`config.mk`:
```
export PLATFORM = sky130hd
export DESIGN_NAME = exu
export DESIGN_NICKNAME = d
export VERILOG_FILES = /design/src/rtl/core_pkg.sv /design/src/rtl/exu.sv
export SDC_FILE = /design/constraint.sdc
export NUM_CORES = 1
export LEC_CHECK = 0
export BUFFER_PORTS_ARGS = -buffer_cell sky130_fd_sc_hd__buf_4
export CAP_MARGIN = 30
export CORE_ASPECT_RATIO = 0.5
export CORE_MARGIN = 5
export CORE_UTILIZATION = 35
export DETAILED_ROUTE_END_ITERATION = 12
export PLACE_DENSITY = 0.67
export SLEW_MARGIN = 20
export SYNTH_ARGS = -nofsm -noshare
export SYNTH_HDL_FRONTEND = slang
export SYNTH_SLANG_ARGS = --single-unit
```
`constraint.sdc`:
```
create_clock -name vclk -period 13.7
set_input_delay 2.74 -clock vclk [all_inputs]
set_output_delay 2.74 -clock vclk [all_outputs]
set_load 0.02 [all_outputs]
```
`src/rtl/core_pkg.sv`:
```
package core_pkg;

  // register width
  parameter int xlen = 64;

  // major opcodes
  parameter logic [6:0] op_imm    = 7'b0010011;
  parameter logic [6:0] op_reg    = 7'b0110011;
  parameter logic [6:0] op_lui    = 7'b0110111;
  parameter logic [6:0] op_auipc  = 7'b0010111;
  parameter logic [6:0] op_system = 7'b1110011;

  // funct3 of the supported alu ops
  parameter logic [2:0] f3_add = 3'b000;
  parameter logic [2:0] f3_xor = 3'b100;
  parameter logic [2:0] f3_or  = 3'b110;
  parameter logic [2:0] f3_and = 3'b111;

  // funct7 of sub, the only nonzero one
  parameter logic [6:0] funct7_sub = 7'b0100000;

  parameter logic [31:0] ebreak_word = 32'h0010_0073;

  // alu operation codes
  parameter logic [2:0] alu_add = 3'd0;
  parameter logic [2:0] alu_sub = 3'd1;
  parameter logic [2:0] alu_xor = 3'd2;
  parameter logic [2:0] alu_or  = 3'd3;
  parameter logic [2:0] alu_and = 3'd4;

  // apb offsets
  parameter logic [11:0] addr_imem_base = 12'h000;
  parameter logic [11:0] addr_ctrl      = 12'h400;
  parameter logic [11:0] addr_status    = 12'h404;
  parameter logic [11:0] addr_pc        = 12'h408;
  parameter logic [11:0] addr_xreg_base = 12'h800;

  // one word, two views
  // r_view top twelve bits are also the i immediate
  typedef union packed {
    struct packed {
      logic [6:0] funct7;
      logic [4:0] rs2;
      logic [4:0] rs1;
      logic [2:0] funct3;
      logic [4:0] rd;
      logic [6:0] opcode;
    } r_view;
    struct packed {
      logic [19:0] imm20;
      logic [4:0]  rd;
      logic [6:0]  opcode;
    } u_view;
  } inst_t;

endpackage

```
`src/rtl/exu.sv`:
```
module exu import core_pkg::*; (
  input  logic [63:0] op1,
  input  logic [63:0] op2,
  input  logic [2:0]  alu_op,
  output logic [63:0] alu_result
);

  logic [xlen-1:0] sum;
  logic [xlen-1:0] diff;

  // adder and subtractor kept apart
  assign sum  = op1 + op2;
  assign diff = op1 - op2;

  always_comb begin
    case (alu_op)
      alu_add: alu_result = sum;
      alu_sub: alu_result = diff;
      alu_xor: alu_result = op1 ^ op2;
      alu_or:  alu_result = op1 | op2;
      alu_and: alu_result = op1 & op2;
      // unused codes give zero
      default: alu_result = '0;
    endcase
  end

endmodule

```
Word-level counts from Yosys, hierarchy flattened
Index checks and enable logic that the tools add are counted.

Bits in registers: 0. Input port bits: 131. Output and inout port bits: 64. Logic and storage cells: 11.

Add/sub/neg operators: 2. Equal/unequal tests: 4. Muxes and demuxes: 1. Bitwise gates (word level): 3. Reduce and logical (&&, ||, !) cells: 1.

Operators with widths (count): $pmux W64 S5 (1); $add A64 B64 Y64 (1); $and A64 B64 Y64 (1); $or A64 B64 Y64 (1); $sub A64 B64 Y64 (1); $xor A64 B64 Y64 (1); $eq A3 B2 Y1 const B (2); $eq A3 B1 Y1 const B (1); $eq A3 B3 Y1 const B (1); $logic_not A3 Y1 (1).

Longest topological paths before layout
Word-level depth: 2. Gate-level depth with buffers: 23. Mapped depth without buffers: 22.

Least setup slack after synthesis
No wires, ideal clock.

Path kind: in2out. Start: input op2[11]. End: output alu_result[56]. Arrival time: 7.726 ns. Data required time: 10.960 ns. Slack: 3.234 ns. Stages: 20. Buffers on the path: 1. Cell sequence: or4_4 or3_4 or4b_4 or2_4 nor3_4 a31oi_1 xnor2_1 ha_1 clkbuf_1 a21oi_1 o21ai_0 a21o_1 a21oi_1 o21a_1 or4b_2 o21ai_0 or4_1 o21ai_0 xnor2_1 o21ai_0.

Word-level cells in the longest chain between the ends: 2. Elaborated cells on any way between the ends: 3. Those cells by class: 2 x add/sub; 1 x mux.

RTL lines: start, declared (RTL line exu.sv:3) `input logic [63:0] op2,`; $sub A64 B64 Y64 or $add A64 B64 Y64 (tied branches) (RTL line exu.sv:13, exu.sv:12); $pmux W64 S5 * (RTL line exu.sv:16) `case (alu_op)`; end, declared (RTL line exu.sv:5) `output logic [63:0] alu_result`.

Mark *: on every way between the ends. The rest lies on a longest branch, timed or not.

Worst setup path after layout
Start: input op2[11]. End: output alu_result[61].

Same word-level chain as after synthesis.

==> metrics.cfg <==
[synthesis]
synthTopCellsByArea=ha_1 (28%), xnor2_1 (9.3%), a21oi_1 (7.9%), inv_1 (6.2%), nor2_1 (5.4%)
post_synth_inst_count=1282
syn_nets=1606
synth.yosys.warnings=0
synth_area_per_cell_sq_um=6.71
synth_cell_type_count=68
netlist.top_cell.by_area=ha_1
post_synthesis_cell_area_sq_mm=0.00860
sequential_cell_area_fraction_in_the_yosys_report=0
yosysTopAreaCellShare=0.279

[power_and_ir_drop]
switchingPower_mw=0.296
power.sequential.fraction=0
total_power_mw=0.506
clock_power_share=0
max-vdd-ir-drop_mv=0.0188
switching_power_as_a_share_of_total_power=0.584
pwr_density_cell_mw_per_mm2=49.1
combinationalPowerShare=1.000
cellInternalPower_mw=0.210
leakage_nw=5.08

[layout]
fin_nets=1745
area.sequential_sq_um=0
clock_buffer_count=0
drive_above_1_share=0.159
postLayoutCoreUtil=0.428
flops_and_latches=0
fillCellCount=2540
syn_to_final_growth_pct=19.9
multi_input_comb_area_sq_mm=0.00782

[timing]
timing.fmax_mhz=88.0
max_slew.worst_pin.slew_ns=0.934
max_slew_margin=0.377
timing.setup.tns_ns=0
grt_setup_unrepaired=false
maxSlewViolCount=0
fin_ws_ns=2.34
period_needed_ns=11.36
final.period_utilization=0.829
timing.final.setup_violations=0
report.final.hold_viol_count=0

[critical_path]
slowest_delay_ns=0.72
critPathLaunchType=primary input
worstPathArrival_ns=8.62
critical_path.cell_chain=buf_4 -> or4_4 -> or3_4 -> or4_1 -> nor4_1 -> nand3_1 -> nor4_4 -> nor2_1 -> xnor2_1 -> ha_1 -> a21o_1 -> a21oi_1 -> nor2b_1 -> o21ai_0 -> nand2b_1 -> a2111oi_0 -> o31ai_1 -> a31oi_1 -> a21oi_1 -> xnor2_1 -> o221ai_1 -> buf_4
timing.setup.critical_path_class=primary input to primary output
cp-end-kind=primary output
crit_fanout=11
slowest_stage=or4_1
critPathRequiredTime_ns=10.96

[global_routing]
grt_antenna_before_repair=2
grtUsageTotal=0.199
grt_pass1_vias=9029
grt_pass1_wl_um=47000
largest_net_degree_at_the_start_of_global_routing=96
grt-ovfl-total=0

[detailed_routing]
route.detailed.wl_per_inst_um=16.8
postRouteWirelength_um=29500
detailed_router_s_first_iteration_violation_count=527
routed_vias=9506
route.detailed.drc=0
ant_nets=0
drt-pass1-iter-count=5
vias_per_cell=5.41

[floorplanning]
die-width_um=232
fp.dieArea_sq_mm=0.0280
die_h_um=121
top_level_ports=195
floorplan.rows=40
initial_core_util=0.357
coreArea_sq_mm=0.0241

[cts]
postCtsSetupBuffers=0
holdBufCountCts=0
ctsResizeCount=0

[placement]
count_of_port_buffers_added_during_placement=195
half_perimeter_wire_length_after_placement_um=24000
gpl.final_weighted_congestion=0.920
detailedPlace.worstSlack_ns=2.39

[hold_path]
timing.hold.worst_path_depth=5
holdCritPathClass=primary input to primary output

[run]
drv.max_cap_violation_count=0

[status]
status=complete, no violations

-- cell type report --
class              count  area share
well taps            336      0.0408
diodes                 2    0.000485
repair buffers       203       0.148
inverters            144      0.0524
multi-input cells   1072       0.759
-- stage by stage --
step | cell area [sq um] | hold WS (ns) | std cells
6_report | 10300 | 5.95 | 1757
4_1_cts | 10300 | 5.96 | 1755
3_3_place_gp | 10300 | 5.95 | 1755
5_1_grt | 10300 | 5.98 | 1757
3_5_place_dp | 10300 | 5.95 | 1755
2_1_floorplan | 8600 | 5.80 | 1282
-- final timing paths --
| path | endpoint | startpoint |
|---|---|---|
| max | alu_result[61] | op2[11] |
| min | alu_result[59] | op2[59] |
-- synthesized netlist by cell type (3+ instances only) --
master	instances
nand2_1	77
a21o_1	37
a221oi_1	4
a31oi_1	27
o21a_1	5
a41oi_1	4
o22ai_1	10
or2_2	3
o2111ai_1	3
a211oi_1	41
o21ai_0	89
or4_1	4
inv_1	143
buf_1	4
o41ai_1	3
or3_1	13
nor2_1	124
clkbuf_1	62
xnor2_1	91
a21oi_1	136
nor3_1	10
o31ai_1	10
ha_1	192
and3_1	12
xor2_1	28
o31a_1	3
nor2b_1	10
o21bai_1	16
o211ai_1	8
nor4_1	6
nand3_1	16
nand2b_1	12
a221o_1	9
nand4_1	18
o221ai_1	13
-- worst max-delay path, delay by kind of cell --
kind | cells | cell delay (ns)
adder cells (fa/ha/maj) | 1 | 0.42
buffers and inverters | 2 | 0.31
XOR/XNOR | 2 | 0.30
AND/OR/NAND/NOR | 9 | 3.31
AO/OA/AOI/OAI | 8 | 1.56
-- layout by cell type, fill, tap and decap left out, types with 37 or more instances in the layout --
master,Yosys,final
buf_4,0,203
ha_1,192,192
inv_1,143,143
a21oi_1,136,136
nor2_1,124,123
xnor2_1,91,91
o21ai_0,89,89
nand2_1,77,77
a211oi_1,41,41
a21o_1,37,37
-- layer usage --
layer,track usage,vias up,share of wire
li1,-,4849,-
met1,0.276,4403,0.48
met2,0.346,213,0.47
met3,0.00915,41,0.035
met4,0.0413,0,0.024
met5,0,-,0
-- cells by family after synthesis --
kind of cell | share of synthesized area
compound gates | 0.320
xor+xnor | 0.121
buf+inv | 0.0917
simple gates | 0.183
mux | 0.00233
fa+ha+maj | 0.282
-- power groups by stage --
stage          registers [mW]  clock network, mW  logic (mW)
6_report                    0       0.0000000195       0.506
5_1_grt                     0       0.0000000195       0.559
2_1_floorplan               0                  0       0.333
4_1_cts                     0                  0       0.505
3_5_place_dp                0                  0       0.502
3_3_place_gp                0                  0       0.502
Power figures use the tool's default switching activity.
