[src/rtl/core_pkg.sv]
package core_pkg;

  // register width
  parameter int xlen = 64;

  // major opcodes
  parameter logic [6:0] op_imm    = 7'b0010011;
  parameter logic [6:0] op_reg    = 7'b0110011;
  parameter logic [6:0] op_lui    = 7'b0110111;
  parameter logic [6:0] op_auipc  = 7'b0010111;
  parameter logic [6:0] op_system = 7'b1110011;

  // funct3 of the supported alu ops
  parameter logic [2:0] f3_add = 3'b000;
  parameter logic [2:0] f3_xor = 3'b100;
  parameter logic [2:0] f3_or  = 3'b110;
  parameter logic [2:0] f3_and = 3'b111;

  // funct7 of sub, the only nonzero one
  parameter logic [6:0] funct7_sub = 7'b0100000;

  parameter logic [31:0] ebreak_word = 32'h0010_0073;

  // alu operation codes
  parameter logic [2:0] alu_add = 3'd0;
  parameter logic [2:0] alu_sub = 3'd1;
  parameter logic [2:0] alu_xor = 3'd2;
  parameter logic [2:0] alu_or  = 3'd3;
  parameter logic [2:0] alu_and = 3'd4;

  // apb offsets
  parameter logic [11:0] addr_imem_base = 12'h000;
  parameter logic [11:0] addr_ctrl      = 12'h400;
  parameter logic [11:0] addr_status    = 12'h404;
  parameter logic [11:0] addr_pc        = 12'h408;
  parameter logic [11:0] addr_xreg_base = 12'h800;

  // one word, two views
  // r_view top twelve bits are also the i immediate
  typedef union packed {
    struct packed {
      logic [6:0] funct7;
      logic [4:0] rs2;
      logic [4:0] rs1;
      logic [2:0] funct3;
      logic [4:0] rd;
      logic [6:0] opcode;
    } r_view;
    struct packed {
      logic [19:0] imm20;
      logic [4:0]  rd;
      logic [6:0]  opcode;
    } u_view;
  } inst_t;

endpackage

[src/rtl/idu.sv]
module idu import core_pkg::*; (
  input  logic [63:0] pc,
  input  inst_t       inst,
  input  logic [63:0] rs1_data,
  input  logic [63:0] rs2_data,
  output logic [4:0]  rs1_addr,
  output logic [4:0]  rs2_addr,
  output logic [63:0] op1,
  output logic [63:0] op2,
  output logic [2:0]  alu_op,
  output logic        rd_w_en,
  output logic [4:0]  rd_w_addr,
  output logic        inst_ebreak,
  output logic        inst_illegal
);

  logic [6:0]      opcode;
  logic [2:0]      funct3;
  logic [6:0]      funct7;
  logic [xlen-1:0] imm_i;
  logic [xlen-1:0] imm_u;
  logic [2:0]      f3_alu;
  logic            f3_ok;

  // field extraction through the two views
  assign opcode = inst.r_view.opcode;
  assign funct3 = inst.r_view.funct3;
  assign funct7 = inst.r_view.funct7;

  assign rs1_addr  = inst.r_view.rs1;
  assign rs2_addr  = inst.r_view.rs2;
  assign rd_w_addr = inst.u_view.rd;

  // i imm is funct7:rs2, sign extended
  assign imm_i = {{(xlen-12){funct7[6]}}, funct7, inst.r_view.rs2};
  // u imm, shifted up 12 and sign extended from bit 31
  assign imm_u = {{(xlen-32){inst.u_view.imm20[19]}}, inst.u_view.imm20, 12'h000};

  // funct3 to alu op for the logic/add group
  always_comb begin
    f3_ok  = 1'b1;
    f3_alu = alu_add;
    case (funct3)
      f3_add:  f3_alu = alu_add;
      f3_xor:  f3_alu = alu_xor;
      f3_or:   f3_alu = alu_or;
      f3_and:  f3_alu = alu_and;
      default: f3_ok  = 1'b0;
    endcase
  end

  always_comb begin
    op1          = '0;
    op2          = '0;
    alu_op       = alu_add;
    rd_w_en      = 1'b0;
    inst_ebreak  = 1'b0;
    inst_illegal = 1'b0;
    case (opcode)
      op_imm: begin
        op1          = rs1_data;
        op2          = imm_i;
        alu_op       = f3_alu;
        rd_w_en      = f3_ok;
        inst_illegal = ~f3_ok;
      end
      op_reg: begin
        op1 = rs1_data;
        op2 = rs2_data;
        if (funct7 == 7'b0 && f3_ok) begin
          alu_op  = f3_alu;
          rd_w_en = 1'b1;
        end else if (funct7 == funct7_sub && funct3 == f3_add) begin
          alu_op  = alu_sub;
          rd_w_en = 1'b1;
        end else begin
          inst_illegal = 1'b1;
        end
      end
      // lui adds the imm to zero
      op_lui: begin
        op2     = imm_u;
        rd_w_en = 1'b1;
      end
      op_auipc: begin
        op1     = pc;
        op2     = imm_u;
        rd_w_en = 1'b1;
      end
      // only the exact ebreak word is legal here
      op_system: begin
        inst_ebreak  = (inst == ebreak_word);
        inst_illegal = (inst != ebreak_word);
      end
      default: inst_illegal = 1'b1;
    endcase
  end

endmodule

[config.mk]
export PLATFORM = sky130hd
export DESIGN_NAME = idu
export DESIGN_NICKNAME = d
export VERILOG_FILES = /design/src/rtl/core_pkg.sv /design/src/rtl/idu.sv
export SDC_FILE = /design/constraint.sdc
export NUM_CORES = 1
export LEC_CHECK = 0
export ABC_AREA = 1
export BUFFER_PORTS_ARGS = -buffer_cell sky130_fd_sc_hd__buf_2
export CORE_AREA = 2 2 146 148
export DETAILED_ROUTE_END_ITERATION = 8
export DIE_AREA = 0 0 148 150
export GPL_TIMING_DRIVEN = 0
export PLACE_DENSITY = 0.4
export SLEW_MARGIN = 20
export SYNTH_ARGS = -nofsm -noshare
export SYNTH_HDL_FRONTEND = slang
export SYNTH_SLANG_ARGS = --single-unit
export TNS_END_PERCENT = 5
[constraint.sdc]
create_clock -name vclk -period 0.9
set_clock_uncertainty 0.05 [all_clocks]
set_input_delay 0.045 -clock vclk [all_inputs]
set_output_delay 0.045 -clock vclk [all_outputs]
set_load 0.02 [all_outputs]
# After elaboration in Yosys (flattened, before gate mapping)
# Index checks and enable logic that the tools add are counted.
# totals
reg_bits	0
out_inout_bits	149
wordCells	33
# classes
n_eq_ne	11
n_mux	14
bitwise_logic	1
reduce_logical	7
# ops
operator	count
64-bit one-hot mux with 3 select lines	1
64-bit one-hot mux with 2 select lines	1
32-bit by 21-bit equality test with 1-bit output, second input constant	1
32-bit by 21-bit != test with 1-bit output, second input constant	1
7-bit by 6-bit equality test with 1-bit output, second input constant	3
7-bit by 5-bit equality test with 1-bit output, second input constant	2
3-bit equality test, second input constant	3
3-bit one-hot mux with 3 select lines	1
7-bit equality test, second input constant	1
7-bit zero test	1
1-bit two-way mux	7
3-bit one-hot mux with 2 select lines	1
1-bit one-hot mux with 4 select lines	1
2-bit OR reduction	2
4-bit OR reduction	1
3-bit zero test	1
3-bit two-way mux	1
1-bit one-hot mux with 3 select lines	1
1-bit logical AND	2
1-bit inverter	1

# Logic depth before layout (Yosys ltp)
# depth
ltp_word	6
mapped_depth	9

# Worst setup path before layout
# OpenSTA, ideal clock, no wires.
# synth_path
path_type	input to output
startpoint	in inst[3] (netlist bit)
endpoint	out op2[2]
t_arrival_ps	993
required_time_ps	805
slack_ps	-188
path_stages	5
path_buffers	0
cell_sequence	inv_1 nand3_1 nor2_1 nand2_1 o21ai_0
# synth_via
elab_chain_cells	3
elab_cells_between_ends	6
# synth_lines
element	line	rtl
start, declared	idu.sv:3	input inst_t inst,
7-bit by 5-bit equality test with 1-bit output or 7-bit by 6-bit equality test with 1-bit output (tied branches)	idu.sv:59	case (opcode)
2-bit OR reduction (no line)	n/a	
64-bit one-hot mux with 3 select lines (*)	idu.sv:59	
end, declared	idu.sv:9	output logic [63:0] op2,
# Mark *: on every way between the ends. The rest lies on a longest branch, timed or not.

# Worst setup path in the final report
# layout_path
startpoint	in inst[5] (netlist bit)
endpoint	out alu_op[2]
# layout_via
elab_chain_cells	2
elab_cells_between_ends	3
# layout_lines
element	line	rtl
7-bit by 6-bit equality test with 1-bit output or 7-bit by 5-bit equality test with 1-bit output (tied branches)	idu.sv:59	
3-bit one-hot mux with 2 select lines (*)	idu.sv:59	
end, declared	idu.sv:10	output logic [2:0] alu_op,
# Marks and branches as above.

==> flow_summary_export.csv <==
group,metric,value,unit
detailed_routing,drtIter0Drc,84,
floorplan,die_x,148,um
cells_and_area,clock_buffer_count,0,
placement,routabilityCongestion,0.709,
flow_run,drv_cap,0,
power_and_ir_drop,p_comb_share,100.0,%
power_and_ir_drop,switchingPower,0.000611,W
floorplan,coreArea,20700,um2
logic_synthesis,synth_area_leaders,"nand2_1 48%, nand3_1 22%, buf_4 8.9%",
power_and_ir_drop,clkPwrFrac,0,%
detailed_routing,vias_per_cell,3.89,
logic_synthesis,synth_largest_area_cell,"nand2_1",
timing,fmaxAchievable,0.739,GHz
detailed_routing,drc,0,
timing,timing.final.ws_setup,-452,ps
setup_path,cp.arrival,1260,ps
detailed_routing,dr.pass1.iters,4,
logic_synthesis,yosysWarnings,0,
setup_path,cp-end-kind,"output pin",
timing,finalHoldViolations,0,
logic_synthesis,synth_seq_area_share,0,%
placement,dp_slack,-882,ps
power_and_ir_drop,sequentialPowerShare,0,%
placement,hpwlAfterDp,14300,um
power_and_ir_drop,p_int,0.000665,W
cells_and_area,nets,1098,
floorplan,num_rows,53,
grt,antenna_found_initial,0,
grt,grt_pass1_wl,24500,um
grt,grtUsageTotal,13.9,%
placement,placed_cells,1124,
setup_path,startpoint_type,"primary input",
cells_and_area,stdcell_count,1147,
floorplan,die-area,22200,um2
floorplan,start_util,10.2,%
power_and_ir_drop,switching_share,47.9,%
grt,grt_max_degree,11,
setup_path,max_stage_delay,200,ps
setup_path,slowest_stage,"a21oi_4",
power_and_ir_drop,max-vdd-ir-drop,0.0747,mV
setup_path,crit_type,"in2out",
logic_synthesis,ys_types,22,
cells_and_area,register_area,0,um2
timing,finalSetupViolations,134,
timing,slew_viol_final,0,
cells_and_area,syn_to_final_growth,180,%
logic_synthesis,syn_area,2110,um2
setup_path,cp.required,810,ps
timing,tightest_slew,310,ps
power_and_ir_drop,finalPower,0.00128,W
timing,layout_worst_path_cycle_share,150,%
cells_and_area,antenna_cells,0,
timing,max-slew-margin-rel,79.3,%
grt,grt-ovfl-total,0,
detailed_routing,vias,4460,
logic_synthesis,synth_top_area_share,48.0,%
timing,finalSetupTns,-48000,ps
run_status,status,"finished, violations left",
detailed_routing,routed_wl,17300,um
detailed_routing,antenna_left,0,
cells_and_area,drive_gt1_share,60.7,%
min_path,min_delay_path_depth,4,
placement,postPlaceCellArea,4360,um2
placement,io_buffers,373,
setup_path,cp_max_fo,7,
floorplan,ios,373,
logic_synthesis,syn_avg_cell_area,4.42,um2
min_path,min_path_type,"in2out",
timing,fin_crit,1350,ps
run_status,violations,"negative setup slack",
logic_synthesis,syn_inst,476,
setup_path,crit_chain,"buf_4, nand2_4, nor2_4, inv_2, a21oi_4, buf_12, buf_12, buf_8, nand2_4, nor2_1, buf_4",
cells_and_area,flops_and_latches,0,
power_and_ir_drop,powerDensity,216,nW/um2
floorplan,fp.dieH,150,um
detailed_routing,avgRoutedWirePerCell,15.1,um
timing,rsz0062_at_grt,"yes",
power_and_ir_drop,p_leak,3.54,nW
logic_synthesis,synth.net_count,700,
grt,grt_pass1_vias,4462,
cells_and_area,final_cell_area,5900,um2
cell usage in the layout, fill, tap and decap left out, drive strengths merged:
master	instances
nor3	5
inv	20
a22o	4
buf	441
nand4	2
clkbuf	4
o21ai	9
and2	2
a21oi	1
nand2	270
nor2	22
nand3b	1
nand3	91
worst paths after layout:
kind          from         to  slack, ps
max        inst[5]  alu_op[2]       -450
min   rs1_data[55]    op1[55]        330
worst max-delay path, delay by kind of cell:
| kind | cells | cell delay [ps] |
|---|---|---|
| buf+inv | 6 | 710 |
| simple gates | 4 | 300 |
| compound gates | 1 | 200 |
through the flow:
| stage | util [%] | hold WS [ps] |
|---|---|---|
| after floorplan | - | 153 |
| final | 28.5 | 327 |
| after CTS | 27.0 | 327 |
| after global placement | 21.1 | 346 |
| after detailed placement | 21.1 | 346 |
| after global routing | 28.5 | 344 |
what timing repair did:
item	4_1_cts	5_1_grt
gates resized for setup	304	81
endpoints found under the hold margin	0	0
pin swaps	14	21
buffers inserted	16	3
cloned	3	2
endpoints found under the setup margin	134	134
hold buffers	0	0
synth_stat cells (all sizes together):
library cell,count
a21oi,1
a22o,4
and2,2
buf,47
clkbuf,2
inv,20
nand2,270
nand3,91
nand3b,1
nand4,2
nor2,22
nor3,5
o21ai,9
layer usage:
layer | vias to the layer above | routed length [um] | global-route usage [%]
met3 | 4 | 1390 | 3.05
met5 | - | 0 | 0
met2 | 226 | 9400 | 28.4
met1 | 1956 | 6450 | 15.3
li1 | 2274 | - | -
met4 | 0 | 85 | 0.619
power by group through the flow:
stage	sequential, W	clock (W)	combinational [W]
finish	0	0	0.00128
global route	0	0	0.00139
CTS	0	0	0.00122
detailed placement	0	0	0.00105
global placement	0	0	0.00104
floorplan	0	0	0.000364
cell type report:
cell class                 count  area, um2
tap                          275        344
inverter                      20       87.6
multi-input combinational    407       2040
fill                        2391      14800
timing repair buffer         396       2930
buffer                        49        497
logic make-up (layout without fill, tap and decap cells):
group                  count (synthesis)  in the layout  synth area share (%)
AOI/OAI and AO/OA                     14             14                  4.40
and+or+nand+nor                      393            393                  77.5
buffers and inverters                 69            465                  18.1
No activity file was read; power rests on OpenSTA's default activity.
