==> src/rtl/core_pkg.sv <==
package core_pkg;

  // register width
  parameter int xlen = 64;

  // major opcodes
  parameter logic [6:0] op_imm    = 7'b0010011;
  parameter logic [6:0] op_reg    = 7'b0110011;
  parameter logic [6:0] op_lui    = 7'b0110111;
  parameter logic [6:0] op_auipc  = 7'b0010111;
  parameter logic [6:0] op_system = 7'b1110011;

  // funct3 of the supported alu ops
  parameter logic [2:0] f3_add = 3'b000;
  parameter logic [2:0] f3_xor = 3'b100;
  parameter logic [2:0] f3_or  = 3'b110;
  parameter logic [2:0] f3_and = 3'b111;

  // funct7 of sub, the only nonzero one
  parameter logic [6:0] funct7_sub = 7'b0100000;

  parameter logic [31:0] ebreak_word = 32'h0010_0073;

  // alu operation codes
  parameter logic [2:0] alu_add = 3'd0;
  parameter logic [2:0] alu_sub = 3'd1;
  parameter logic [2:0] alu_xor = 3'd2;
  parameter logic [2:0] alu_or  = 3'd3;
  parameter logic [2:0] alu_and = 3'd4;

  // apb offsets
  parameter logic [11:0] addr_imem_base = 12'h000;
  parameter logic [11:0] addr_ctrl      = 12'h400;
  parameter logic [11:0] addr_status    = 12'h404;
  parameter logic [11:0] addr_pc        = 12'h408;
  parameter logic [11:0] addr_xreg_base = 12'h800;

  // one word, two views
  // r_view top twelve bits are also the i immediate
  typedef union packed {
    struct packed {
      logic [6:0] funct7;
      logic [4:0] rs2;
      logic [4:0] rs1;
      logic [2:0] funct3;
      logic [4:0] rd;
      logic [6:0] opcode;
    } r_view;
    struct packed {
      logic [19:0] imm20;
      logic [4:0]  rd;
      logic [6:0]  opcode;
    } u_view;
  } inst_t;

endpackage

==> src/rtl/apb_ctrl.sv <==
module apb_ctrl import core_pkg::*; #(
  parameter int imem_depth = 64
) (
  input  logic                          psel,
  input  logic                          penable,
  input  logic                          pwrite,
  input  logic [11:0]                   paddr,
  input  logic [31:0]                   pwdata,
  output logic [31:0]                   prdata,
  output logic                          pready,
  output logic                          pslverr,
  input  logic                          running,
  input  logic                          halted,
  input  logic                          illegal,
  input  logic [31:0]                   pc,
  input  logic [63:0]                   dbg_data,
  output logic [4:0]                    dbg_addr,
  output logic                          imem_we,
  output logic [$clog2(imem_depth)-1:0] imem_waddr,
  output logic [31:0]                   imem_wdata,
  output logic                          run_start
);

  localparam int aw = $clog2(imem_depth);

  logic access;
  logic aligned;
  logic hit_imem;
  logic hit_ctrl;
  logic hit_status;
  logic hit_pc;
  logic hit_xreg;
  logic mapped;

  // zero wait states, done in the access cycle
  assign access = psel & penable;
  assign pready = access;

  // address window decode
  assign aligned    = (paddr[1:0] == 2'b00);
  assign hit_imem   = aligned && (paddr[11:10] == addr_imem_base[11:10]) &&
                      (int'(paddr[9:2]) < imem_depth);
  assign hit_ctrl   = (paddr == addr_ctrl);
  assign hit_status = (paddr == addr_status);
  assign hit_pc     = (paddr == addr_pc);
  // 32 regs, two halves each
  assign hit_xreg   = aligned && (paddr[11:8] == addr_xreg_base[11:8]);
  assign mapped     = hit_imem | hit_ctrl | hit_status | hit_pc | hit_xreg;

  // imem is write only from the host side
  assign pslverr = access & (~mapped | (hit_imem & ~pwrite));

  // imem load
  assign imem_we    = access & pwrite & hit_imem;
  assign imem_waddr = paddr[aw+1:2];
  assign imem_wdata = pwdata;

  // one cycle pulse, access phase is one cycle
  assign run_start = access & pwrite & hit_ctrl & pwdata[0];

  // register index, paddr[2] picks the half
  assign dbg_addr = paddr[7:3];

  always_comb begin
    prdata = 32'h0;
    if (access && !pwrite) begin
      if (hit_status) begin
        prdata = {29'h0, illegal, halted, running};
      end else if (hit_pc) begin
        prdata = pc;
      end else if (hit_xreg) begin
        prdata = paddr[2] ? dbg_data[63:32] : dbg_data[31:0];
      end
      // ctrl reads back as zero
    end
  end

endmodule

==> config.mk <==
export PLATFORM = sky130hd
export DESIGN_NAME = apb_ctrl
export DESIGN_NICKNAME = d
export VERILOG_FILES = /design/src/rtl/core_pkg.sv /design/src/rtl/apb_ctrl.sv
export SDC_FILE = /design/constraint.sdc
export NUM_CORES = 1
export LEC_CHECK = 0
export ABC_AREA = 1
export ABC_CLOCK_PERIOD_IN_PS = 4200
export BUFFER_PORTS_ARGS = -buffer_cell sky130_fd_sc_hd__clkbuf_2
export CAP_MARGIN = 25
export CORE_AREA = 2 2 87 89
export DETAILED_ROUTE_END_ITERATION = 8
export DIE_AREA = 0 0 89 91
export GPL_ROUTABILITY_DRIVEN = 0
export PLACE_DENSITY = 0.67
export SYNTH_ARGS = -nofsm -noshare
export SYNTH_HDL_FRONTEND = slang
export SYNTH_SLANG_ARGS = --single-unit
==> constraint.sdc <==
create_clock -name vclk -period 4.2
set_input_delay 0.84 -clock vclk [all_inputs]
set_output_delay 0.84 -clock vclk [all_outputs]
set_load 0.01 [all_outputs]
== Word level (Yosys, flattened, before mapping) ==
Index checks and enable logic that the tools add are counted.

* Register bits after elaboration: 0
* Output and inout bits: 79
* Word-level logic and storage cells: 31
* Bits of input ports: 146

* Multiplexer cells: 5
* Reductions and logical operators: 7
* Eq/ne operators: 4
* Bitwise gates (word level): 14
* $lt $le $gt $ge: 1

{| class="wikitable"
|+ Operator list
! operator !! number
|-
| $mux 32 || 5
|-
| $eq 12x11->1 const B || 3
|-
| $lt 8x7->1 const B || 1
|-
| $and 1x1->1 || 7
|-
| $or 1x1->1 || 5
|-
| $eq 4x4->1 const B || 1
|-
| $logic_and 1x1->1 || 4
|-
| $logic_not 2->1 || 2
|-
| $not 1->1 || 2
|-
| $logic_not 1->1 || 1
|}

== Depth between registers and ports, before layout ==
Gate-level depths: netlist of the first run.

* Word-level depth: 10
* Gate-level depth with buffers: 10
* Mapped depth without buffers: 8

== Worst setup path after synthesis of the first run ==
No wires, ideal clock.

* Path kind: input -> output
* Start: input port paddr[2]
* End: output port prdata[16]
* Buffers on the path: 3
* Data arrival time: 1863 ps
* Setup slack: 1497 ps
* Cell stages on the path: 10
* Path through: buf_2 -> clkinv_2 -> nand2_2 -> nor2_4 -> nand2_1 -> buf_6 -> buf_6 -> nand2_1 -> inv_1 -> nor2_1

* Longest elaborated chain between the ends: 5

{| class="wikitable"
|+ Ends and longest elaborated chain
! element !! line !! RTL
|-
| start, declared || apb_ctrl.sv:7 || <nowiki>input logic [11:0] paddr,</nowiki>
|-
| parallel branches: the longest is 3 deep, another holds $mux 32 || n/a ||
|-
| $mux 32 * || apb_ctrl.sv:67 || <nowiki>if (hit_status) begin</nowiki>
|-
| $mux 32 * || apb_ctrl.sv:66 || <nowiki>if (access && !pwrite) begin</nowiki>
|-
| end, declared || apb_ctrl.sv:9 || <nowiki>output logic [31:0] prdata,</nowiki>
|}

Mark *: on every way between the ends.

== Worst setup path after layout of the first run ==
* Start: input port paddr[9]
* End: output port prdata[8]

* Longest elaborated chain between the ends: 6

{| class="wikitable"
|+ Ends and longest elaborated chain
! element !! line !! RTL
|-
| $eq 4x4->1 || apb_ctrl.sv:47 || <nowiki>assign hit_xreg = aligned && (paddr[11:8] == addr_xreg_base[11:8]);</nowiki>
|-
| $logic_and 1x1->1 || apb_ctrl.sv:47 ||
|-
| $mux 32 || apb_ctrl.sv:71 || <nowiki>end else if (hit_xreg) begin</nowiki>
|-
| $mux 32 || apb_ctrl.sv:69 || <nowiki>end else if (hit_pc) begin</nowiki>
|-
| $mux 32 * || apb_ctrl.sv:67 ||
|-
| $mux 32 * || apb_ctrl.sv:66 ||
|}

Every way passes the cells marked *; elsewhere a longest branch is shown, timed or not.

==> results of run 1 <==
-- synth_stat cells (all sizes together) --
library cell and number:
buf 60, o21bai 1, nand4 2, nor2 44
nor4 1, nand3b 31, nand2 208, clkinv 1
inv 41, a21oi 1, clkbuf 5, nand3 8
nor3 1
-- cells in the final DEF (no fill, tap or decap), types with 2 or more instances in the layout --
master    Yosys  layout
buf_4        43       6
clkbuf_2      0     163
inv_1        39      39
inv_2         2       2
nand2_1     207     207
nand3_1       8       8
nand3b_1     31      31
nand4_1       2       2
nor2_1       40      39
nor2_2        2       3
nor2_4        2       2
-- power groups by stage --
stage / Clock, W / Sequential (W) / Combinational (W)
3_5_place_dp: 0 / 0 / 0.000134
3_3_place_gp: 0 / 0 / 0.000133
5_1_grt: 0 / 0 / 0.000150
2_1_floorplan: 0 / 0 / 0.0000997
6_report: 0 / 0 / 0.000133
4_1_cts: 0 / 0 / 0.000135
-- through the flow --
stage,instance area [um^2],power (W)
floorplan,1870,0.0000997
global placement,2430,0.000133
detailed placement,2430,0.000134
CTS,2430,0.000135
global route,2430,0.000150
finish,2430,0.000133
-- cells by family after synthesis --
family	count (synthesis)
compound gates	2
buf+inv	107
simple gates	295
-- per-layer routing --
layer  GRT usage (%)  wire length (um)  vias to the layer above  part of all wire, %
li1                -                 -                     1368                    -
met1            16.1              2690                     1072                   41
met2            26.8              3220                      114                   49
met3           0.818               546                       18                  8.3
met4            2.24                77                        0                  1.2
met5               0                 0                        -                    0
-- layout make-up --
class | instances | share of cell area [%]
multi-input cells | 297 | 52.9
well taps | 99 | 5.10
repair buffers | 169 | 35.5
inverters | 42 | 6.55
-- worst max-delay path, delay by kind of cell --
family	cells	cell delay (ns)
buffers and inverters	3	0.29
AND/OR/NAND/NOR	6	1.60
-- path summary, 6_finish.rpt --
| check | slack [ns] | to | cells after the start | startpoint |
|---|---|---|---|---|
| setup / recovery | 0.61 | prdata[8] | 9 | paddr[9] |
| hold / removal | 1.68 | imem_wdata[10] | 0 | pwdata[10] |
==> out/results.txt, run 1 <==
Setup CP Type: in2out
dpl ws: 0.596 ns
die footprint: 0.00810 mm^2
Post-CTS Setup Bufs: 0
Synth Net Count: 550
fraction of layout cells with a size suffix above 1: 35.2%
1st-iter DRT viols: 53
clock group share of total power: 0%
via density per instance: 4.24
switching power: 0.0000676 W
placed insts: 607
CP Launch Type: input pin
FFs & Latches: 0
post_cts resized: 0
largest family of logic cells by synthesized area: simple AND/OR/NAND/NOR gates
DR WL/cell: 10.8 um
worst slew pin tran: 0.981 ns
Starting Density: 26.3%
final core occ: 34.0%
Yosys cell types: 20
combinational share of power: 100.0%
FP Rows: 31
final setup fails: 0
die width: 89 um
DRC violations left: 0
Int Pwr: 0.0000656 W
total grt overflow: 0
PwrDens: 54.9 mW/mm^2
RSZ-0062 raised after global routing: false
max-cap viol count: 0
Synth area leaders: nand2_1 41%, buf_4 17%, nand3b_1 12%
area leader, netlist: nand2_1
Hold Buf Count CTS: 0
Nets: 656
Synth Area in Compound Gates: 0.668%
Synth Area in XOR/XNOR: 0%
Max Slew Vio Count: 0
Register Area: 0 um^2
CP Data Arrival Time: 2.75 ns
WL final: 6540 um
Max Clk Rate: 279 MHz
status: complete, no violations
global-route wire length before repair: 9260 um
PortBufs: 163
peak supply drop: 0.0000291 V
antenna cells: 0
CP dominant cell by count: nand2_1
core area: 0.00714 mm^2
Final Hold Fails: 0
max_slew headroom: 34.4%
post-route ant nets: 0
CP max FO: 29
sequential share of power: 0%
largest net degree at the start of global routing: 34
final hold slack: 1.68 ns
HP Class: in2out
Mapped Cells: 404
die height: 91 um
crit share post-route: 85.5%
Worst path max stage delay: 0.66 ns
footprint of the multi-input gates: 0.00128 mm^2
CP Data Required Time: 3.36 ns
post-route minimum period: 3.59 ns
vias in the first global route: 2108
global-route usage over all layers: 13.7%
post-synthesis simple-gate area fraction: 67.5%
FILL cells: 867
setup TNS: 0 ns
sw frac: 50.7%
Ys Warns: 0
mux cell area share after synthesis: 0%
crit path capture type: output port
Layout Cells excl Fill: 607
syn_area_per_cell: 4.64 um^2
clkbuf count: 0
detailed placement HPWL: 5270 um
adder-cell share of the synthesized area: 0%
Ports: 225
synthesized cell area: 0.00187 mm^2
Leak: 1.49 nW
CP cell instances: clkbuf_2 > nor2_2 > nand2_1 > nor2_4 > nand2_1 > nand2_1 > inv_1 > nor2_1 > clkbuf_2
first-pass detailed-route iteration total: 4
vias: 2572
post-synth top area share: 41.5%
Critical-path top delay cell: nand2_1
initial antenna violation count: 0
final setup margin: 0.610 ns
synthesis-to-finish area growth: 29.5%
register area share after synthesis: 0%
Power figures use the tool's default switching activity.
==> run 2, diff against run 1 <==
--- a/config.mk
+++ b/config.mk
@@ -13,7 +13,7 @@
 export DETAILED_ROUTE_END_ITERATION = 8
 export DIE_AREA = 0 0 89 91
 export GPL_ROUTABILITY_DRIVEN = 0
-export PLACE_DENSITY = 0.67
+export PLACE_DENSITY = 0.77
 export SYNTH_ARGS = -nofsm -noshare
 export SYNTH_HDL_FRONTEND = slang
 export SYNTH_SLANG_ARGS = --single-unit
==> out/results.txt, run 2 (synthesis gave the netlist of run 1 again) <==
HP Class: in2out
clkbuf count: 0
CP Data Arrival Time: 2.70 ns
Starting Density: 26.3%
global-route usage over all layers: 14.4%
Setup CP Type: in2out
crit path capture type: output port
Ports: 225
commonest non-fill, non-tap cell in the layout: nand2_1
RSZ-0062 raised after global routing: false
initial antenna violation count: 0
CP cell instances: clkbuf_2 > nor2_2 > nand2_1 > nor2_4 > nand2_1 > buf_4 > nand2_1 > inv_1 > nor2_1 > clkbuf_2
die width: 89 um
PwrDens: 54.3 mW/mm^2
vias in the first global route: 2241
post-route ant nets: 0
FFs & Latches: 0
Critical-path top delay cell: nand2_1
Post-CTS Setup Bufs: 0
footprint of the multi-input gates: 0.00128 mm^2
FP Rows: 31
CP Launch Type: input pin
Leak: 1.50 nW
dpl ws: 0.662 ns
die height: 91 um
setup TNS: 0 ns
antenna cells: 0
largest net degree at the start of global routing: 34
fraction of layout cells with a size suffix above 1: 35.5%
final core occ: 34.2%
post_cts resized: 0
global-route wire length before repair: 9770 um
peak supply drop: 0.0000394 V
DR WL/cell: 10.4 um
Hold Buf Count CTS: 0
Power Total: 0.000133 W
worst slew pin tran: 0.659 ns
WL final: 6350 um
core area: 0.00714 mm^2
detailed placement HPWL: 5220 um
status: complete, no violations
Max Clk Rate: 283 MHz
Register Area: 0 um^2
DRC violations left: 0
Worst path max stage delay: 0.41 ns
first-pass detailed-route iteration total: 4
Post-DP Area: 0.00244 mm^2
total grt overflow: 0
FILL cells: 862
design area: 0.00244 mm^2
CP dominant cell by count: nand2_1
post-route minimum period: 3.54 ns
CP max FO: 19
final setup fails: 0
via density per instance: 4.16
Crit path buffers/inverters: 4
crit share post-route: 84.3%
Max Slew Vio Count: 0
1st-iter DRT viols: 56
die footprint: 0.00810 mm^2
max-cap viol count: 0
PortBufs: 163
CP top delay family: simple AND/OR/NAND/NOR gates
Nets: 658
synthesis-to-finish area growth: 30.3%
vias: 2536
commonest non-fill, non-tap cells in the layout: 207 x nand2_1, 163 x clkbuf_2, 39 x inv_1, 39 x nor2_1, 31 x nand3b_1
final setup margin: 0.661 ns
Final Hold Fails: 0
CP Data Required Time: 3.36 ns
max_slew headroom: 56.1%
## run 2: cell count changes in the layout (fill, tap and decap cells not counted), sizes merged
cell	delta
buf	+2
## run 2: layout make-up
cell class	instances	area share, %
multi-input cells	297	52.6
repair buffers	171	35.9
inverters	42	6.51
well taps	99	5.07
## run 2: per-stage QoR
stage / hold slack, ns / instances
final: 1.68 / 609
after global routing: 1.68 / 609
after CTS: 1.68 / 609
after detailed placement: 1.68 / 609
after global placement: 1.68 / 609
after floorplan: 1.77 / 404
## run 2: where the power goes
group / internal (W) / switching [W]
sequential: 0 / 0
combinational: 0.0000657 / 0.0000669
clock: 0 / 0
total: 0.0000657 / 0.0000669
## run 2: metal layers
metal,GRT usage (%),part of all wire (%),up-vias
met1,16.7,43,1040
li1,-,-,1370
met5,0,0,-
met2,27.7,46,100
met4,3.48,2.8,0
met3,1.00,7.8,26
## run 2: worst paths after layout
check	from	end	slack, ns	cells past startpoint
setup / recovery	paddr[9]	prdata[6]	0.66	10
hold / removal	pwdata[19]	imem_wdata[19]	1.68	0
