### src/rtl/core_pkg.sv
package core_pkg;

  // register width
  parameter int xlen = 64;

  // major opcodes
  parameter logic [6:0] op_imm    = 7'b0010011;
  parameter logic [6:0] op_reg    = 7'b0110011;
  parameter logic [6:0] op_lui    = 7'b0110111;
  parameter logic [6:0] op_auipc  = 7'b0010111;
  parameter logic [6:0] op_system = 7'b1110011;

  // funct3 of the supported alu ops
  parameter logic [2:0] f3_add = 3'b000;
  parameter logic [2:0] f3_xor = 3'b100;
  parameter logic [2:0] f3_or  = 3'b110;
  parameter logic [2:0] f3_and = 3'b111;

  // funct7 of sub, the only nonzero one
  parameter logic [6:0] funct7_sub = 7'b0100000;

  parameter logic [31:0] ebreak_word = 32'h0010_0073;

  // alu operation codes
  parameter logic [2:0] alu_add = 3'd0;
  parameter logic [2:0] alu_sub = 3'd1;
  parameter logic [2:0] alu_xor = 3'd2;
  parameter logic [2:0] alu_or  = 3'd3;
  parameter logic [2:0] alu_and = 3'd4;

  // apb offsets
  parameter logic [11:0] addr_imem_base = 12'h000;
  parameter logic [11:0] addr_ctrl      = 12'h400;
  parameter logic [11:0] addr_status    = 12'h404;
  parameter logic [11:0] addr_pc        = 12'h408;
  parameter logic [11:0] addr_xreg_base = 12'h800;

  // one word, two views
  // r_view top twelve bits are also the i immediate
  typedef union packed {
    struct packed {
      logic [6:0] funct7;
      logic [4:0] rs2;
      logic [4:0] rs1;
      logic [2:0] funct3;
      logic [4:0] rd;
      logic [6:0] opcode;
    } r_view;
    struct packed {
      logic [19:0] imm20;
      logic [4:0]  rd;
      logic [6:0]  opcode;
    } u_view;
  } inst_t;

endpackage

### src/rtl/wbu.sv
module wbu import core_pkg::*; #(
  parameter int imem_depth = 64
) (
  input  logic        clk,
  input  logic        rst_n,
  input  logic        run_start,
  input  logic        inst_ebreak,
  input  logic        inst_illegal,
  input  logic        rd_w_en,
  input  logic [4:0]  rd_w_addr,
  input  logic [63:0] alu_result,
  output logic [63:0] pc,
  output logic        running,
  output logic        halted,
  output logic        illegal,
  output logic        reg_we,
  output logic [4:0]  reg_waddr,
  output logic [63:0] reg_wdata
);

  // byte address of the last imem word
  localparam logic [xlen-1:0] pc_last = xlen'((imem_depth - 1) * 4);

  logic halt_now;
  logic [xlen-1:0] pc_next;

  assign halt_now = inst_ebreak | inst_illegal;
  // fetch wraps at the end of imem
  assign pc_next = (pc == pc_last) ? '0 : pc + xlen'(4);

  // no write on a halting word or to x0
  assign reg_we    = running & rd_w_en & ~halt_now & (rd_w_addr != 5'd0);
  assign reg_waddr = rd_w_addr;
  assign reg_wdata = alu_result;

  always_ff @(posedge clk) begin
    if (!rst_n) begin
      pc      <= '0;
      running <= 1'b0;
      halted  <= 1'b0;
      illegal <= 1'b0;
    end else if (run_start) begin
      pc      <= '0;
      running <= 1'b1;
      halted  <= 1'b0;
      illegal <= 1'b0;
    end else if (running) begin
      if (halt_now) begin
        // pc stays on the halting word
        running <= 1'b0;
        halted  <= 1'b1;
        illegal <= inst_illegal;
      end else begin
        pc <= pc_next;
      end
    end
  end

endmodule

### config.mk
export PLATFORM = sky130hd
export DESIGN_NAME = wbu
export DESIGN_NICKNAME = d
export VERILOG_FILES = /design/src/rtl/core_pkg.sv /design/src/rtl/wbu.sv
export SDC_FILE = /design/constraint.sdc
export NUM_CORES = 1
export LEC_CHECK = 0
export ABC_CLOCK_PERIOD_IN_PS = 2500
export BUFFER_PORTS_ARGS = -buffer_cell sky130_fd_sc_hd__buf_2
export CORE_MARGIN = 2
export CORE_UTILIZATION = 46
export DETAILED_ROUTE_END_ITERATION = 7
export GPL_ROUTABILITY_DRIVEN = 0
export MAX_ROUTING_LAYER = met4
export PLACE_DENSITY_LB_ADDON = 0.05
export SLEW_MARGIN = 30
export SYNTH_ARGS = -nofsm -noshare
export SYNTH_HDL_FRONTEND = slang
export SYNTH_SLANG_ARGS = --single-unit
export TNS_END_PERCENT = 50
### constraint.sdc
create_clock -name clk -period 2.5 [get_ports clk]
set_input_delay 0.5 -clock clk [delete_from_list [all_inputs] [get_ports clk]]
set_output_delay 0.5 -clock clk [all_outputs]
set_load 0.01 [all_outputs]
=== Word level (Yosys, flattened, before mapping) ===
Cells that the tools add are included.

* Flip-flop bits (word level): 67
* Input port bits: 75
* Output and inout bits: 137
* Word-level logic and storage cells: 20

* Add/sub/neg operators: 1
* Equality and inequality tests: 1
* Mux-type cells: 4
* Bitwise gates (word level): 6
* Reductions and logical operators: 4

{| class="wikitable"
|+ Operators by type and width
! operator !! number
|-
| $add A64 B3 Y64 const B || 1
|-
| $eq A64 B8 Y1 const B || 1
|-
| $mux W64 || 1
|-
| $reduce_bool A5 Y1 || 1
|-
| $reduce_and A2 Y1 || 2
|-
| $and A1 B1 Y1 || 3
|-
| $mux W1 || 3
|-
| $not A1 Y1 || 2
|-
| $reduce_or A2 Y1 || 1
|-
| $or A1 B1 Y1 || 1
|}

=== Depth between registers and ports, before layout ===
* Depth after elaboration: 4
* Mapped depth: 7
* Mapped depth without buffers: 6

=== Worst setup path after synthesis ===
OpenSTA, ideal clock, no wires.

* Path kind: in2reg
* From: in inst_ebreak
* To: reg pc[33]
* Setup time: 0.115 ns
* Arrival: 1.961 ns
* Data required time: 2.385 ns
* Setup slack: 0.424 ns
* Stages on the path: 7
* Buffers on the path: 2
* Cells stage by stage: nand4bb_4 or4_1 buf_4 buf_6 nor3_2 xnor2_1 nor2_2

* Longest elaborated chain between the ends: 3

{| class="wikitable"
|+ RTL lines
! element !! line !! text
|-
| start: declaration || wbu.sv:7 || <nowiki>input logic inst_ebreak,</nowiki>
|-
| $or A1 B1 Y1 || wbu.sv:27 || <nowiki>assign halt_now = inst_ebreak | inst_illegal;</nowiki>
|-
| $not A1 Y1 (no source line) || n/a ||
|-
| $reduce_and A2 Y1 (no source line) || n/a ||
|-
| end signal: assignment || wbu.sv:54 || <nowiki>pc <= pc_next;</nowiki>
|-
| end: declaration || wbu.sv:12 || <nowiki>output logic [63:0] pc,</nowiki>
|}

Every way passes these cells.
A chain may end at the register's enable or synchronous reset.

=== Worst setup path in the final report ===
* From: reg pc[24]
* To: reg pc[42]

* Longest elaborated chain between the ends: 2
* Elaborated cells between the ends (all ways): 3
* Those cells by class: add/sub (1); eq/ne (1); mux (1)

{| class="wikitable"
|+ RTL lines
! element !! line !! text
|-
| $add A64 B3 Y64 / $eq A64 B8 Y1 (equally long branches) || wbu.sv:29 || <nowiki>assign pc_next = (pc == pc_last) ? '0 : pc + xlen'(4);</nowiki>
|-
| $mux W64 (*) || wbu.sv:29 ||
|}

Every way passes the cells marked *; elsewhere a longest branch is shown, timed or not.

==> impl_results.html <==
<table>
<tr><th>Metric</th><th>Value</th></tr>
<tr><th colspan="2">Outcome</th></tr>
<tr><td>Status</td><td>complete, no violations</td></tr>
<tr><th colspan="2">Synth</th></tr>
<tr><td>Post-Syn Area</td><td>4020 um^2</td></tr>
<tr><td>Cell taking the most area after synthesis</td><td>sky130_fd_sc_hd__dfxtp_1</td></tr>
<tr><td>Netlist cell types</td><td>51</td></tr>
<tr><td>Number of register bits inferred by synthesis</td><td>65</td></tr>
<tr><td>Most area-consuming cells after synthesis</td><td>sky130_fd_sc_hd__dfxtp_1 (32%), sky130_fd_sc_hd__buf_4 (14%), sky130_fd_sc_hd__xnor2_1 (6.3%)</td></tr>
<tr><td>Proportion of netlist area held by the largest area contributor</td><td>32.4%</td></tr>
<tr><td>Avg Synthesized Cell Area</td><td>8.55 um^2</td></tr>
<tr><td>Async SR Flop Fraction</td><td>0%</td></tr>
<tr><td>Synthesized instance count</td><td>470</td></tr>
<tr><td>Number of warnings issued by yosys</td><td>0</td></tr>
<tr><td>Part of the Yosys area used for sequential elements</td><td>32.4%</td></tr>
<tr><td>Most frequently used flop master after synthesis</td><td>sky130_fd_sc_hd__dfxtp_1</td></tr>
<tr><td>Number of synthesized flops with an enable pin</td><td>0</td></tr>
<tr><th colspan="2">Cells and area</th></tr>
<tr><td>Util after Layout</td><td>50.4%</td></tr>
<tr><td>Final Net Count</td><td>576</td></tr>
<tr><td>Antenna Cells</td><td>0</td></tr>
<tr><td>Proportion of layout cells with a drive suffix above 1</td><td>30.6%</td></tr>
<tr><td>Number of fillers in the final layout</td><td>866</td></tr>
<tr><td>Area Growth Syn to Fin</td><td>7.85%</td></tr>
<tr><th colspan="2">Worst setup path</th></tr>
<tr><td>Element type at the critical path end</td><td>register</td></tr>
<tr><td>Critical Path AT</td><td>2.51 ns</td></tr>
<tr><td>Worst path cell trace</td><td>nor4_1 -&gt; nand4_1 -&gt; or4_1 -&gt; o21bai_4 -&gt; buf_4 -&gt; nor2_1</td></tr>
<tr><td>Largest fanout on the critical path</td><td>17</td></tr>
<tr><td>Startpoint of the worst-slack reg-to-reg timing path</td><td>pc[24]</td></tr>
<tr><td>Worst Reg2Reg Path Length in Cells</td><td>6</td></tr>
<tr><td>Worst-case register-to-register setup slack</td><td>0.22 ns</td></tr>
<tr><td>Reg2reg end</td><td>pc[42]</td></tr>
<tr><td>Data required time of the critical path</td><td>2.73 ns</td></tr>
<tr><td>Kind of critical path</td><td>reg -&gt; reg</td></tr>
<tr><td>Critical Path Slowest Stage Cell</td><td>sky130_fd_sc_hd__or4_1</td></tr>
<tr><td>Startpoint type of the worst setup path</td><td>register</td></tr>
<tr><td>CP max stage delay</td><td>0.58 ns</td></tr>
<tr><th colspan="2">Clocking</th></tr>
<tr><td>Post-cts repair resize count</td><td>0</td></tr>
<tr><td>Clock root cell</td><td>sky130_fd_sc_hd__clkbuf_8</td></tr>
<tr><td>H-tree depth</td><td>3</td></tr>
<tr><td>Number of setup buffers added after CTS</td><td>0</td></tr>
<tr><td>CTS sink count</td><td>65</td></tr>
<tr><td>Clock tree buffer depth</td><td>2</td></tr>
<tr><td>Total of hold buffers inserted after clock tree synthesis</td><td>0</td></tr>
<tr><td>TritonCTS clock tree</td><td>built</td></tr>
<tr><td>Worst-Skew Late Latency</td><td>0.35 ns</td></tr>
<tr><td>TritonCTS buffer count</td><td>9</td></tr>
<tr><td>Clock-pin slew of the registers on the worst-case setup and hold paths</td><td>0.07 ns</td></tr>
<tr><th colspan="2">Placement</th></tr>
<tr><td>Port-buffer cells</td><td>81</td></tr>
<tr><td>Detailed placer's ending HPWL</td><td>7510 um</td></tr>
<tr><th colspan="2">STA</th></tr>
<tr><td>Min Tclk post-route</td><td>2.28 ns</td></tr>
<tr><td>Clock tree skew after final layout</td><td>0.0101 ns</td></tr>
<tr><td>Total negative slack</td><td>0 ns</td></tr>
<tr><td>Final-report setup violation count</td><td>0</td></tr>
<tr><td>Highest clock frequency the design can meet</td><td>0.439 GHz</td></tr>
<tr><td>Unrepaired setup endpoints after global routing</td><td>no</td></tr>
<tr><td>Least-Margin Pin Slew</td><td>0.604 ns</td></tr>
<tr><td>Fin crit share</td><td>91.2%</td></tr>
<tr><td>Max-slew violation count</td><td>0</td></tr>
<tr><td>Number of hold violations in the final report</td><td>0</td></tr>
<tr><td>Remaining max-slew budget at the tightest pin</td><td>59.4%</td></tr>
<tr><th colspan="2">Route</th></tr>
<tr><td>Drt initial violations</td><td>164</td></tr>
<tr><td>Via count</td><td>3511</td></tr>
<tr><td>Post-DR wirelength/cell</td><td>16.7 um</td></tr>
<tr><td>Total Wirelength</td><td>10200 um</td></tr>
<tr><td>Pre-Repair DR Iteration Count</td><td>4</td></tr>
<tr><td>Remaining antenna violation count</td><td>0</td></tr>
<tr><td>DRC</td><td>0</td></tr>
<tr><td>Vias per cell</td><td>5.74</td></tr>
<tr><th colspan="2">GRT</th></tr>
<tr><td>Wire length of the first global-routing pass</td><td>16700 um</td></tr>
<tr><td>Total routing usage reported by global routing</td><td>21.8%</td></tr>
<tr><td>Antenna violations before repair</td><td>0</td></tr>
<tr><td>Number of global-route vias before repair</td><td>3267</td></tr>
<tr><td>Grt ovf</td><td>0</td></tr>
<tr><td>Largest net degree at the start of global routing</td><td>38</td></tr>
<tr><th colspan="2">Floorplanning</th></tr>
<tr><td>Die height</td><td>97.5 um</td></tr>
<tr><td>Initial cell density of the core</td><td>46.8%</td></tr>
<tr><td>Placement Rows</td><td>34</td></tr>
<tr><td>Die Area</td><td>9500 um^2</td></tr>
<tr><td>Die X-Extent</td><td>97.5 um</td></tr>
<tr><td>Standard cell core area</td><td>8590 um^2</td></tr>
<tr><td>Top-Level Pins</td><td>212</td></tr>
<tr><th colspan="2">Pwr</th></tr>
<tr><td>Pwr Density</td><td>465 nW/um^2</td></tr>
<tr><td>Total power consumption of the routed design</td><td>2010 uW</td></tr>
<tr><td>Worst supply voltage drop on vdd</td><td>222 uV</td></tr>
<tr><td>Leakage power</td><td>0.00160 uW</td></tr>
<tr><th colspan="2">Job</th></tr>
<tr><td>Max-capacitance violation count</td><td>0</td></tr>
<tr><th colspan="2">Worst hold path</th></tr>
<tr><td>Critical hold path startpoint</td><td>run_start</td></tr>
<tr><td>Hold worst-path end</td><td>running</td></tr>
<tr><td>Hold Crit Class</td><td>in -&gt; reg</td></tr>
<tr><td>Hold-critical path depth</td><td>2</td></tr>
</table>
[critical path: cells and delay by family, from the launching register on]
| family | cells | cell delay [ns] |
|---|---|---|
| simple gates | 4 | 1.35 |
| flops | 1 | 0.37 |
| buf+inv | 1 | 0.26 |
| compound gates | 1 | 0.19 |
[registers in the layout, summed over array words and instances, names as in the netlist]
name,count
running,1
pc,62
halted,1
illegal,1
[per-stage QoR]
| step | setup WS (ns) | cells | instance area [um^2] | hold slack, ns |
|---|---|---|---|---|
| finish | 0.220 | 612 | 4330 | 0.378 |
| global route | 0.151 | 612 | 4330 | 0.387 |
| CTS | 0.213 | 612 | 4330 | 0.371 |
| detailed placement | 0.112 | 597 | 4140 | 0.442 |
| global placement | 0.205 | 597 | 4140 | 0.435 |
| floorplan | 0.424 | 471 | 4020 | 0.469 |
[cells in the final DEF (no fill, tap or decap), types with 10 or more instances in the layout]
cell type | synthesis | routed
sky130_fd_sc_hd__dfxtp_1 | 65 | 65
sky130_fd_sc_hd__xnor2_1 | 29 | 29
sky130_fd_sc_hd__buf_4 | 77 | 25
sky130_fd_sc_hd__o21ai_0 | 15 | 15
sky130_fd_sc_hd__nand3_1 | 18 | 18
sky130_fd_sc_hd__buf_2 | 6 | 81
sky130_fd_sc_hd__nor4_2 | 12 | 12
sky130_fd_sc_hd__or4_1 | 10 | 10
sky130_fd_sc_hd__nor2_1 | 52 | 52
sky130_fd_sc_hd__clkbuf_8 | 0 | 11
sky130_fd_sc_hd__nand2_1 | 28 | 28
sky130_fd_sc_hd__nand4_1 | 26 | 26
sky130_fd_sc_hd__a21oi_1 | 17 | 17
sky130_fd_sc_hd__nor4_1 | 17 | 17
sky130_fd_sc_hd__or3_1 | 15 | 15
sky130_fd_sc_hd__xor2_1 | 13 | 13
[synth_stat cells (2+ instances only)]
master and instances:
sky130_fd_sc_hd__and2_1 2, sky130_fd_sc_hd__nand3_1 18, sky130_fd_sc_hd__nor3_2 5, sky130_fd_sc_hd__inv_1 3
sky130_fd_sc_hd__nand4_2 3, sky130_fd_sc_hd__nor2_1 52, sky130_fd_sc_hd__clkbuf_1 4, sky130_fd_sc_hd__xnor2_1 29
sky130_fd_sc_hd__a21oi_2 2, sky130_fd_sc_hd__or3_1 15, sky130_fd_sc_hd__nand2_1 28, sky130_fd_sc_hd__and4_1 8
sky130_fd_sc_hd__o21ai_0 15, sky130_fd_sc_hd__buf_2 6, sky130_fd_sc_hd__o31ai_1 3, sky130_fd_sc_hd__xor2_1 13
sky130_fd_sc_hd__a21oi_1 17, sky130_fd_sc_hd__dfxtp_1 65, sky130_fd_sc_hd__or4_1 10, sky130_fd_sc_hd__nor4_2 12
sky130_fd_sc_hd__nor4_1 17, sky130_fd_sc_hd__buf_4 77, sky130_fd_sc_hd__and3_1 5, sky130_fd_sc_hd__nand4_1 26
sky130_fd_sc_hd__nor3_1 8, sky130_fd_sc_hd__o21a_1 2
[where the power goes]
part	switching, uW	internal [uW]
clock network	412	507
registers	2.47	1040
logic	32.6	23.5
total	447	1570
[how the worst max path moves through the flow]
stage | from | endpoint | slack (ns) | cells past startpoint
2_1_floorplan | inst_ebreak | pc[33] | 0.42 | 7
3_3_place_gp | inst_ebreak | pc[60] | 0.21 | 6
3_5_place_dp | inst_ebreak | pc[60] | 0.11 | 6
4_1_cts | pc[58] | pc[28] | 0.21 | 6
5_1_grt | pc[9] | pc[60] | 0.15 | 5
6_report | pc[24] | pc[42] | 0.22 | 6
[metal layers]
metal	vias up	share of wire (%)	GRT usage, %
met5	-	0	-
met4	0	1.7	6.94
met3	37	5.9	3.38
met1	1683	47	29.9
li1	1682	-	-
met2	109	45	33.2
[logic make-up after synthesis]
group | synth area share [%]
simple gates | 35.1
buf+inv | 16.2
flops | 32.4
compound gates | 6.54
xor+xnor | 9.16
fa+ha+maj | 0.311
other cells | 0.0933
mux | 0.249
[layout make-up]
type | count | area, um^2 | area share (%)
clock buffer | 12 | 155 | 3.58
clock inverter | 3 | 40.0 | 0.924
inverter | 3 | 11.3 | 0.260
multi-input combinational | 314 | 2080 | 47.9
sequential | 65 | 1300 | 30.0
tap | 108 | 135 | 3.12
timing repair buffer | 107 | 613 | 14.1
No activity file was read; power rests on OpenSTA's default activity.
